### src/hw/gpio_pkg.sv
/*
 * Shared definitions for the APB GPIO peripheral.
 * Holds the pin count, the register word map and the structs that carry
 * register accesses between the APB adapter, the core and its two blocks.
 * Referenced by scoped names only.
 */

package gpio_pkg;

    localparam integer gpio_w = 8;              // number of pins

    // register word addresses
    typedef enum logic [4 : 0] {
        reg_gpo     = 5'h00,                    // output data, rw
        reg_gpd     = 5'h04,                    // direction, rw, 1 = out
        reg_gpi     = 5'h08,                    // synced input, ro
        reg_irq_en  = 5'h0C,                    // irq enable, rw
        reg_irq_pol = 5'h10,                    // 1 = rising, 0 = falling
        reg_irq_st  = 5'h14                     // status, w1c
    } gpio_reg_e;

    // one register access, adapter to core
    typedef struct packed {
        logic [4 : 0]  addr;                    // word address
        logic          we;                      // write strobe, 1 cycle
        logic          re;                      // read strobe, 1 cycle
        logic [31 : 0] wd;                      // write data
    } gpio_req_t;

    // core answer to the adapter
    typedef struct packed {
        logic [31 : 0] rd;                      // read data, zero extended
        logic          bad;                     // unmapped or ro write
    } gpio_rsp_t;

    // decoded write strobes from core to its blocks
    typedef struct packed {
        logic                gpo_we;            // output data load
        logic                gpd_we;            // direction load
        logic                en_we;             // irq enable load
        logic                pol_we;            // polarity load
        logic                st_we;             // status w1c
        logic [gpio_w-1 : 0] data;              // payload, low bits of pwdata
    } gpio_wr_t;

endpackage : gpio_pkg
### src/hw/gpio_apb.sv
/*
 * Top level of the GPIO peripheral, an APB slave around the register core.
 * Every transfer completes in its first access cycle. Read data and the
 * error flag are only driven during the access phase.
 */

`timescale 1ns/1ns

module gpio_apb (
    input  logic                              pclk,     // apb clock
    input  logic                              rst_n,    // sync reset, active low
    input  logic [4 : 0]                      paddr,    // word address
    output logic [31 : 0]                     prdata,   // read data
    input  logic [31 : 0]                     pwdata,   // write data
    input  logic                              psel,     // slave select
    input  logic                              penable,  // access phase
    input  logic                              pwrite,   // 1 = write
    output logic                              pready,   // no wait states
    output logic                              pslverr,  // bad access
    output logic                              irq,      // level interrupt
    input  logic [gpio_pkg::gpio_w-1 : 0]     gpi,      // pin input
    output logic [gpio_pkg::gpio_w-1 : 0]     gpo,      // pin output data
    output logic [gpio_pkg::gpio_w-1 : 0]     gpd       // pin direction
);

    gpio_pkg::gpio_req_t req;
    gpio_pkg::gpio_rsp_t rsp;
    logic                access;                    // psel and penable both up

    assign access   = psel && penable;

    assign req.addr = paddr;
    assign req.we   = access && pwrite;
    assign req.re   = access && !pwrite;
    assign req.wd   = pwdata;

    assign pready   = penable;                      // done in first access cycle
    assign pslverr  = access && rsp.bad;
    assign prdata   = rsp.rd;                       // core zeroes it outside reads

    gpio
    gpio_0
    (
        .clk        ( pclk      ),
        .rst_n      ( rst_n     ),
        .req        ( req       ),
        .rsp        ( rsp       ),
        .irq        ( irq       ),
        .gpi        ( gpi       ),
        .gpo        ( gpo       ),
        .gpd        ( gpd       )
    );

    // apb protocol checks on the master side
    a_penable_needs_psel : assert property (
        @(posedge pclk) disable iff (!rst_n)
        penable |-> psel
    );

    a_paddr_stable : assert property (
        @(posedge pclk) disable iff (!rst_n)
        (psel && !penable) |=> $stable(paddr)
    );

endmodule : gpio_apb

### src/hw/gpio.sv
/*
 * GPIO register core.
 * Decodes one register access from the bus adapter, sends write strobes
 * to the output and input event blocks, returns the selected register
 * and flags unmapped addresses and writes to the input register.
 */

`timescale 1ns/1ns

module gpio (
    input  logic                              clk,    // core clock
    input  logic                              rst_n,  // sync reset, active low
    input  gpio_pkg::gpio_req_t               req,    // register access
    output gpio_pkg::gpio_rsp_t               rsp,    // read data and error
    output logic                              irq,    // level interrupt
    input  logic [gpio_pkg::gpio_w-1 : 0]     gpi,    // pin input
    output logic [gpio_pkg::gpio_w-1 : 0]     gpo,    // pin output data
    output logic [gpio_pkg::gpio_w-1 : 0]     gpd     // pin direction
);

    gpio_pkg::gpio_reg_e           reg_addr;   // address seen as register
    gpio_pkg::gpio_wr_t            wr;         // strobes to both blocks
    logic                          mapped;     // address hits a register
    logic                          wr_ok;      // write allowed this cycle
    logic [gpio_pkg::gpio_w-1 : 0] rd_sel;     // selected register value
    logic [gpio_pkg::gpio_w-1 : 0] gpi_sync;
    logic [gpio_pkg::gpio_w-1 : 0] irq_en;
    logic [gpio_pkg::gpio_w-1 : 0] irq_pol;
    logic [gpio_pkg::gpio_w-1 : 0] irq_st;

    assign reg_addr = gpio_pkg::gpio_reg_e'(req.addr);

    // address decode and read mux
    always_comb begin
        mapped = 1'b1;
        rd_sel = '0;                               // unmapped reads give 0
        case (reg_addr)
            gpio_pkg::reg_gpo     : rd_sel = gpo;
            gpio_pkg::reg_gpd     : rd_sel = gpd;
            gpio_pkg::reg_gpi     : rd_sel = gpi_sync;
            gpio_pkg::reg_irq_en  : rd_sel = irq_en;
            gpio_pkg::reg_irq_pol : rd_sel = irq_pol;
            gpio_pkg::reg_irq_st  : rd_sel = irq_st;
            default               : mapped = 1'b0;
        endcase
    end

    assign rsp.bad = !mapped || (req.we && (reg_addr == gpio_pkg::reg_gpi));
    assign rsp.rd  = req.re ? {{(32 - gpio_pkg::gpio_w){1'b0}}, rd_sel} : '0;

    assign wr_ok     = req.we && !rsp.bad;          // bad writes dropped here
    assign wr.gpo_we = wr_ok && (reg_addr == gpio_pkg::reg_gpo);
    assign wr.gpd_we = wr_ok && (reg_addr == gpio_pkg::reg_gpd);
    assign wr.en_we  = wr_ok && (reg_addr == gpio_pkg::reg_irq_en);
    assign wr.pol_we = wr_ok && (reg_addr == gpio_pkg::reg_irq_pol);
    assign wr.st_we  = wr_ok && (reg_addr == gpio_pkg::reg_irq_st);
    assign wr.data   = req.wd[gpio_pkg::gpio_w-1 : 0];   // upper bits ignored

    gpio_out_regs
    gpio_out_regs_0
    (
        .clk        ( clk       ),
        .rst_n      ( rst_n     ),
        .wr         ( wr        ),
        .gpo        ( gpo       ),
        .gpd        ( gpd       )
    );

    gpio_in_event
    gpio_in_event_0
    (
        .clk        ( clk       ),
        .rst_n      ( rst_n     ),
        .wr         ( wr        ),
        .gpi        ( gpi       ),
        .gpi_sync   ( gpi_sync  ),
        .irq_en     ( irq_en    ),
        .irq_pol    ( irq_pol   ),
        .irq_st     ( irq_st    ),
        .irq        ( irq       )
    );

    // an enable write shows in the input block one edge later
    a_en_write_lands : assert property (
        @(posedge clk) disable iff (!rst_n)
        wr.en_we |=> (irq_en == $past(wr.data))
    );

endmodule : gpio

### src/hw/gpio_in_event.sv
/*
 * Input side of the GPIO core.
 * Pins pass a two flop synchronizer, the synced value is compared with
 * the previous sample and edges of the selected polarity set status bits.
 * The interrupt is the OR of enabled status bits.
 */

`timescale 1ns/1ns

module gpio_in_event (
    input  logic                              clk,      // core clock
    input  logic                              rst_n,    // sync reset, active low
    input  gpio_pkg::gpio_wr_t                wr,       // decoded write strobes
    input  logic [gpio_pkg::gpio_w-1 : 0]     gpi,      // raw pin input
    output logic [gpio_pkg::gpio_w-1 : 0]     gpi_sync, // second sync stage
    output logic [gpio_pkg::gpio_w-1 : 0]     irq_en,   // per pin enable
    output logic [gpio_pkg::gpio_w-1 : 0]     irq_pol,  // per pin edge select
    output logic [gpio_pkg::gpio_w-1 : 0]     irq_st,   // sticky status
    output logic                              irq       // level interrupt
);

    logic [gpio_pkg::gpio_w-1 : 0] meta;       // first sync stage
    logic [gpio_pkg::gpio_w-1 : 0] prev;       // sample one cycle older
    logic [gpio_pkg::gpio_w-1 : 0] rise;       // 0 -> 1 seen this cycle
    logic [gpio_pkg::gpio_w-1 : 0] fall;       // 1 -> 0 seen this cycle
    logic [gpio_pkg::gpio_w-1 : 0] evt;        // edge matching polarity
    logic [gpio_pkg::gpio_w-1 : 0] clr;        // w1c mask

    // synchronizer and edge history
    always_ff @(posedge clk) begin
        if (!rst_n) begin
            meta     <= '0;                        // high pin gives one rise later
            gpi_sync <= '0;
            prev     <= '0;
        end else begin
            meta     <= gpi;
            gpi_sync <= meta;
            prev     <= gpi_sync;
        end
    end

    assign rise = gpi_sync & ~prev;
    assign fall = ~gpi_sync & prev;
    assign evt  = (irq_pol & rise) | (~irq_pol & fall);   // enable not applied here

    assign clr = wr.st_we ? wr.data : '0;

    // enable and polarity
    always_ff @(posedge clk) begin
        if (!rst_n) begin
            irq_en  <= '0;
            irq_pol <= '0;                         // falling edge by default
        end else begin
            if (wr.en_we) begin
                irq_en <= wr.data;
            end
            if (wr.pol_we) begin
                irq_pol <= wr.data;
            end
        end
    end

    // status, a new edge beats a clear in the same cycle
    always_ff @(posedge clk) begin
        if (!rst_n) begin
            irq_st <= '0;
        end else begin
            irq_st <= (irq_st & ~clr) | evt;
        end
    end

    assign irq = |(irq_st & irq_en);            // follows status, no flop

    // status bits only drop after a w1c write
    a_st_sticky : assert property (
        @(posedge clk) disable iff (!rst_n)
        (($past(irq_st) & ~irq_st) != '0) |-> $past(wr.st_we)
    );

endmodule : gpio_in_event

### src/hw/gpio_out_regs.sv
/*
 * Output data and direction registers of the GPIO core.
 * Each register loads from the decoded write payload on its own strobe
 * and drives the pins straight from the flop.
 */

`timescale 1ns/1ns

module gpio_out_regs (
    input  logic                              clk,    // core clock
    input  logic                              rst_n,  // sync reset, active low
    input  gpio_pkg::gpio_wr_t                wr,     // decoded write strobes
    output logic [gpio_pkg::gpio_w-1 : 0]     gpo,    // pin output data
    output logic [gpio_pkg::gpio_w-1 : 0]     gpd     // pin direction
);

    always_ff @(posedge clk) begin
        if (!rst_n) begin
            gpo <= '0;                               // pins idle low
        end else if (wr.gpo_we) begin
            gpo <= wr.data;
        end
    end

    always_ff @(posedge clk) begin
        if (!rst_n) begin
            gpd <= '0;                               // all inputs after reset
        end else if (wr.gpd_we) begin
            gpd <= wr.data;
        end
    end

    // pin data only moves right after a register write or a reset
    a_gpo_write_only : assert property (
        @(posedge clk) disable iff (!rst_n)
        !$stable(gpo) |-> ($past(wr.gpo_we) || $past(!rst_n))
    );

endmodule : gpio_out_regs

### config.mk
export PLATFORM = sky130hd
export DESIGN_NAME = gpio_apb
export DESIGN_NICKNAME = d
export VERILOG_FILES = /design/src/hw/gpio_pkg.sv /design/src/hw/gpio_apb.sv /design/src/hw/gpio.sv /design/src/hw/gpio_in_event.sv /design/src/hw/gpio_out_regs.sv
export SDC_FILE = /design/constraint.sdc
export NUM_CORES = 1
export LEC_CHECK = 0
export BUFFER_PORTS_ARGS = -buffer_cell sky130_fd_sc_hd__buf_4
export CAP_MARGIN = 20
export CELL_PAD_IN_SITES_DETAIL_PLACEMENT = 2
export CELL_PAD_IN_SITES_GLOBAL_PLACEMENT = 2
export CORE_MARGIN = 8
export CORE_UTILIZATION = 31
export CTS_BUF_LIST = sky130_fd_sc_hd__clkbuf_4
export DETAILED_ROUTE_END_ITERATION = 16
export PLACE_DENSITY_LB_ADDON = 0.1
export SYNTH_ARGS = -nofsm -noshare
export SYNTH_HDL_FRONTEND = slang
export SYNTH_SLANG_ARGS = --single-unit
export TNS_END_PERCENT = 10
### constraint.sdc
create_clock -name pclk -period 1.4 [get_ports pclk]
set_clock_uncertainty 0.2 [all_clocks]
set_input_delay 0 -clock pclk [delete_from_list [all_inputs] [get_ports pclk]]
set_output_delay 0 -clock pclk [all_outputs]
set_load 0.05 [all_outputs]
* Word level (Yosys, flattened, before mapping) *
Index checks and enable logic that the tools add are counted.
Widths: inputs -> output; s select.

storage, ports and cells
  RAM bits = 0
  ROM bits = 0
  register bits = 64
  memories = 0
  output and inout port bits = 51
  bits of input ports = 50
  latch bits = 0

operators by class
  eq/ne operators = 5
  muxes and demuxes = 4
  bitwise operators = 12
  add/sub/neg operators = 0
  shift-type cells = 0
  div/mod/pow operators = 0
  reductions and logical operators = 18
  $lt $le $gt $ge = 0
  multiply operators = 0

operators by type and width
  cell                number
  $and 8x8->8         6
  $pmux 8 s6          1
  $not 8->8           4
  $mux 8              2
  $or 8x8->8          2
  $logic_and 1x1->1   11
  $eq 5x4->1 const B  2
  $eq 5x5->1 const B  2
  $reduce_or 8->1     1
  $reduce_or 6->1     1
  $eq 5x3->1 const B  1
  $logic_not 5->1     1
  $logic_not 1->1     3
  $logic_or 1x1->1    1
  $mux 1              1

* Depth between registers and ports, before layout *
  word-level depth = 12
  mapped depth = 5
  gate-level depth less buffers = 3

* By module *
A second synthesis with hierarchy kept.

unflattened totals
  cells, all modules = 294
  area, all modules = 3060.4 um^2

modules (own cells, without submodules)
  module         cells an instance  area each (um^2)  instances  seq. area each (um^2)
  gpio_in_event  148                1710.4            1          960.9
  gpio           91                 711.9             1          0.0
  gpio_out_regs  51                 608.1             1          320.3
  gpio_apb       4                  30.0              1          0.0

* Worst setup path before layout *
Ideal clock, no wire load.

  kind = reg-to-output
  start point = register gpio_0.gpio_out_regs_0.gpd[0] in the netlist's numbering
  end point = output port prdata[0]
  required time = 1200 ps
  cell stages (with the launch flop) = 4
  arrival time = 1482 ps
  setup slack = -282 ps
  cells stage by stage = dfxtp_1 mux2i_1 o22a_1 a21oi_2

on the way
  cells in the longest elaborated chain, start to end = 2

ends and longest elaborated chain
  what                    RTL line             text
  start, declared         gpio_out_regs.sv:14  output logic [gpio_pkg::gpio_w-1 : 0] gpd
  start signal, assigned  gpio_out_regs.sv:29  gpd <= wr.data;
  $pmux 8 s6              gpio.sv:37           case (reg_addr)
  $mux 8                  gpio.sv:49           assign rsp.rd = req.re ? {{(32 - gpio_pkg::gpio_w){1'b0}}, rd_sel} : '0;
  end, declared           gpio_apb.sv:13       output logic [31 : 0] prdata,

No other way between the ends.

* Worst setup path after layout *
  start point = register gpio_0.gpio_in_event_0.irq_pol[6] in the netlist's numbering
  end point = output port prdata[6]

on the way
  cells in the longest elaborated chain, start to end = 2

ends and longest elaborated chain
  what                    RTL line             text
  start, declared         gpio_in_event.sv:17  output logic [gpio_pkg::gpio_w-1 : 0] irq_pol,
  start signal, assigned  gpio_in_event.sv:58  irq_pol <= wr.data;
  $pmux 8 s6              gpio.sv:37
  $mux 8                  gpio.sv:49

No other way between the ends.

==> impl_metrics.py <==
metrics = {
    "pwr": {
        "internal-power_uw": 2780,
        "cellLeakagePower_uw": 0.00190,
        "power_density_nw_per_um2": 900,
        "seq_power_share": 0.486,
        "p_sw_uw": 1090,
        "pwr-share-comb": 0.135,
        "p_sw_frac": 0.282,
        "vdd_drop_max_v": 0.000430,
        "clockPowerShare": 0.379,
    },
    "clock_tree": {
        "cts_root_buf": "clkbuf_4",
        "clockBufferDepth": 2,
        "cts_buffers": 9,
        "clk_latency_ns": 0.41,
        "cts_tree": "yes",
        "htree_num_levels": 3,
        "numClockSinks": 64,
        "clk_pin_slew_worst_paths_ns": 0.13,
    },
    "die": {
        "rows": 36,
        "die_h_um": 115,
        "die-area_um2": 13300,
        "die_width_um": 115,
        "initial_core_util": 0.316,
        "io_pins": 101,
        "core_um2": 9680,
    },
    "timing": {
        "fmax_mhz": 622,
        "fin_ws_ns": -0.207,
        "final_hold_viol_count": 1,
        "drv_slew": 0,
        "grt_setup_unrepaired": "yes",
        "period_share": 1.15,
        "hold_slack_ns": -0.00606,
        "setup_violations": 9,
        "fin_tns_setup_ns": -1.72,
        "period_minus_slack_ns": 1.61,
    },
    "route": {
        "wl_per_cell_um": 16.8,
        "num_vias": 2524,
        "wirelength_um": 9200,
        "viasPerCell": 4.61,
        "antenna_left": 0,
        "first_iter_violations": 46,
        "drtPass1Iterations": 4,
        "drc": 0,
    },
    "final_layout": {
        "area_delta_synth_final_pct": 40.7,
        "utilization": 0.444,
        "stdcell_area_um2": 4300,
        "fill_cells": 1045,
        "final_cells": 547,
        "drive_gt1_frac": 0.425,
        "num-nets-final": 459,
        "antenna_cells": 0,
    },
    "critical_path": {
        "cp.buffers_inverters": 1,
        "path_class": "register to primary output",
        "arrival_ns": 1.41,
        "critPathMaxFanout": 4,
        "max_stage_delay_ns": 0.39,
        "cp-end-kind": "primary output",
        "required_ns": 1.20,
        "path_delay_family": "flip-flops",
        "crit_path_top_delay_cell": "dfxtp_4",
        "startpoint_type": "register",
        "path_cells": "mux2i_4 > o22a_1 > a21oi_4 > buf_6",
    },
    "logic_synthesis": {
        "synth_cells": 321,
        "synth.ff_latch_count": 64,
        "synth.distinct_cells": 35,
        "avgSynthCellArea_um2": 9.52,
        "yosysWarnings": 0,
        "synth_commonest_cells": "64 x dfxtp_1, 57 x nand2_1, 48 x mux2i_1, 27 x buf_4, 24 x and2_1",
        "synth.area.top_cells": "dfxtp_1 42%, mux2i_1 16%, nand2_1 7.0%, buf_4 6.6%, and2_1 4.9%",
        "yosysTopAreaCellShare": 0.419,
        "yosys.area.top_type": "dfxtp_1",
        "synth_edf_count": 0,
        "synth.most_common_cell": "dfxtp_1",
        "synth_area_um2": 3060,
        "ys.flop_type": "dfxtp_1",
        "async_flop_share": 0,
        "seq_area_frac_synth": 0.419,
    },
    "grt": {
        "antenna_found_initial": 0,
        "grt_pass1_vias": 2826,
        "grt_max_degree": 31,
        "overflow": 0,
        "track_usage": 0.146,
        "grt_first_pass_wirelength_um": 15000,
    },
    "placement": {
        "placedCellCount": 506,
        "io_buffers": 52,
        "placed_cell_area_um2": 3740,
        "gp_congestion": 0.732,
        "place_hpwl_um": 6800,
    },
    "hold_path": {
        "hp-class": "primary input to register",
    },
    "run": {
        "drv_cap": 0,
    },
    "status": {
        "status": "complete, but fails checks",
        "violations": "hold timing, setup timing",
    },
}
-- tightest hold or removal path, delay by kind of cell --
kind          cells  cell delay [ns]
buf+inv           2             0.25
simple gates      2             0.26
mux               1             0.07
-- per-layer routing --
layer | share of wire | global-route usage | vias up
met1 | 0.47 | 0.184 | 1237
met2 | 0.48 | 0.244 | 51
met4 | 0.010 | 0.0447 | 0
met5 | 0 | 0 | -
met3 | 0.042 | 0.0310 | 8
li1 | - | - | 1228
-- flip-flops by register name, indices dropped and copies added (netlist names) --
name / cells
gpio_0.gpio_out_regs_0.gpd: 8
gpio_0.gpio_in_event_0.irq_st: 8
gpio_0.gpio_in_event_0.prev: 8
gpio_0.gpio_in_event_0.irq_en: 8
gpio_0.gpio_in_event_0.irq_pol: 8
gpio_0.gpio_in_event_0.meta: 8
gpio_0.gpio_in_event_0.gpi_sync: 8
gpio_0.gpio_out_regs_0.gpo: 8
-- stage by stage --
step                setup slack [ns]  total power (uW)
detailed placement            -0.176              2390
floorplan                    -0.0179              2280
CTS                           -0.223              3930
global placement              -0.165              2380
finish                        -0.207              3870
global route                  -0.289              4080
-- logic make-up (layout without fill, tap and decap cells) --
group           count (synthesis)  after routing  share of synthesized area
simple gates                  104            104                      0.183
compound gates                 46             46                      0.111
other cells                     1             24                    0.00123
buf+inv                        50            120                     0.0986
flops                          64             64                      0.419
mux                            56             56                      0.187
-- worst paths after layout --
kind,from,to,slack [ns],cells past startpoint
hold / removal,pwrite,gpio_0.gpio_out_regs_0.gpo[2],-0.006,5
setup / recovery,gpio_0.gpio_in_event_0.irq_pol[6],prdata[6],-0.21,4
setup reg to reg,gpio_0.gpio_in_event_0.irq_pol[0],gpio_0.gpio_in_event_0.irq_st[0],0.27,4
hold reg to reg,gpio_0.gpio_in_event_0.meta[4],gpio_0.gpio_in_event_0.gpi_sync[4],0.23,1
-- layout by cell type, fill, tap and decap left out, types with 9 or more instances in the layout --
master	netlist	final
dlygate4sd3_1	0	18
buf_4	27	61
dfxtp_1	64	20
clkbuf_4	0	9
dfxtp_2	0	41
and2_1	24	24
mux2i_1	48	42
conb_1	1	24
nand2_1	57	52
-- what timing repair did --
item                                    4_1_cts  5_1_grt
endpoints found under the setup margin        9        9
hold buffers                                 18        0
buffers inserted                              7        0
gates resized for setup                      55        5
pin swaps                                     7        2
hold endpoints to repair                     51        0
-- layout make-up --
cell class | count | area, um2 | share of cell area
sequential | 64 | 1340 | 0.312
clock buffer | 9 | 67.6 | 0.0157
clock inverter | 7 | 95.1 | 0.0221
inverter | 8 | 30.0 | 0.00698
multi-input combinational | 230 | 1700 | 0.395
tap | 133 | 166 | 0.0387
timing repair buffer | 96 | 898 | 0.209
-- power by group through the flow --
stage	Combinational [uW]	Clock [uW]	Sequential, uW
6_report	522	1470	1880
3_5_place_dp	469	0	1920
2_1_floorplan	360	0	1920
3_3_place_gp	462	0	1920
4_1_cts	518	1530	1890
5_1_grt	559	1630	1890
Note: power is estimated with default switching activity, not from simulation.
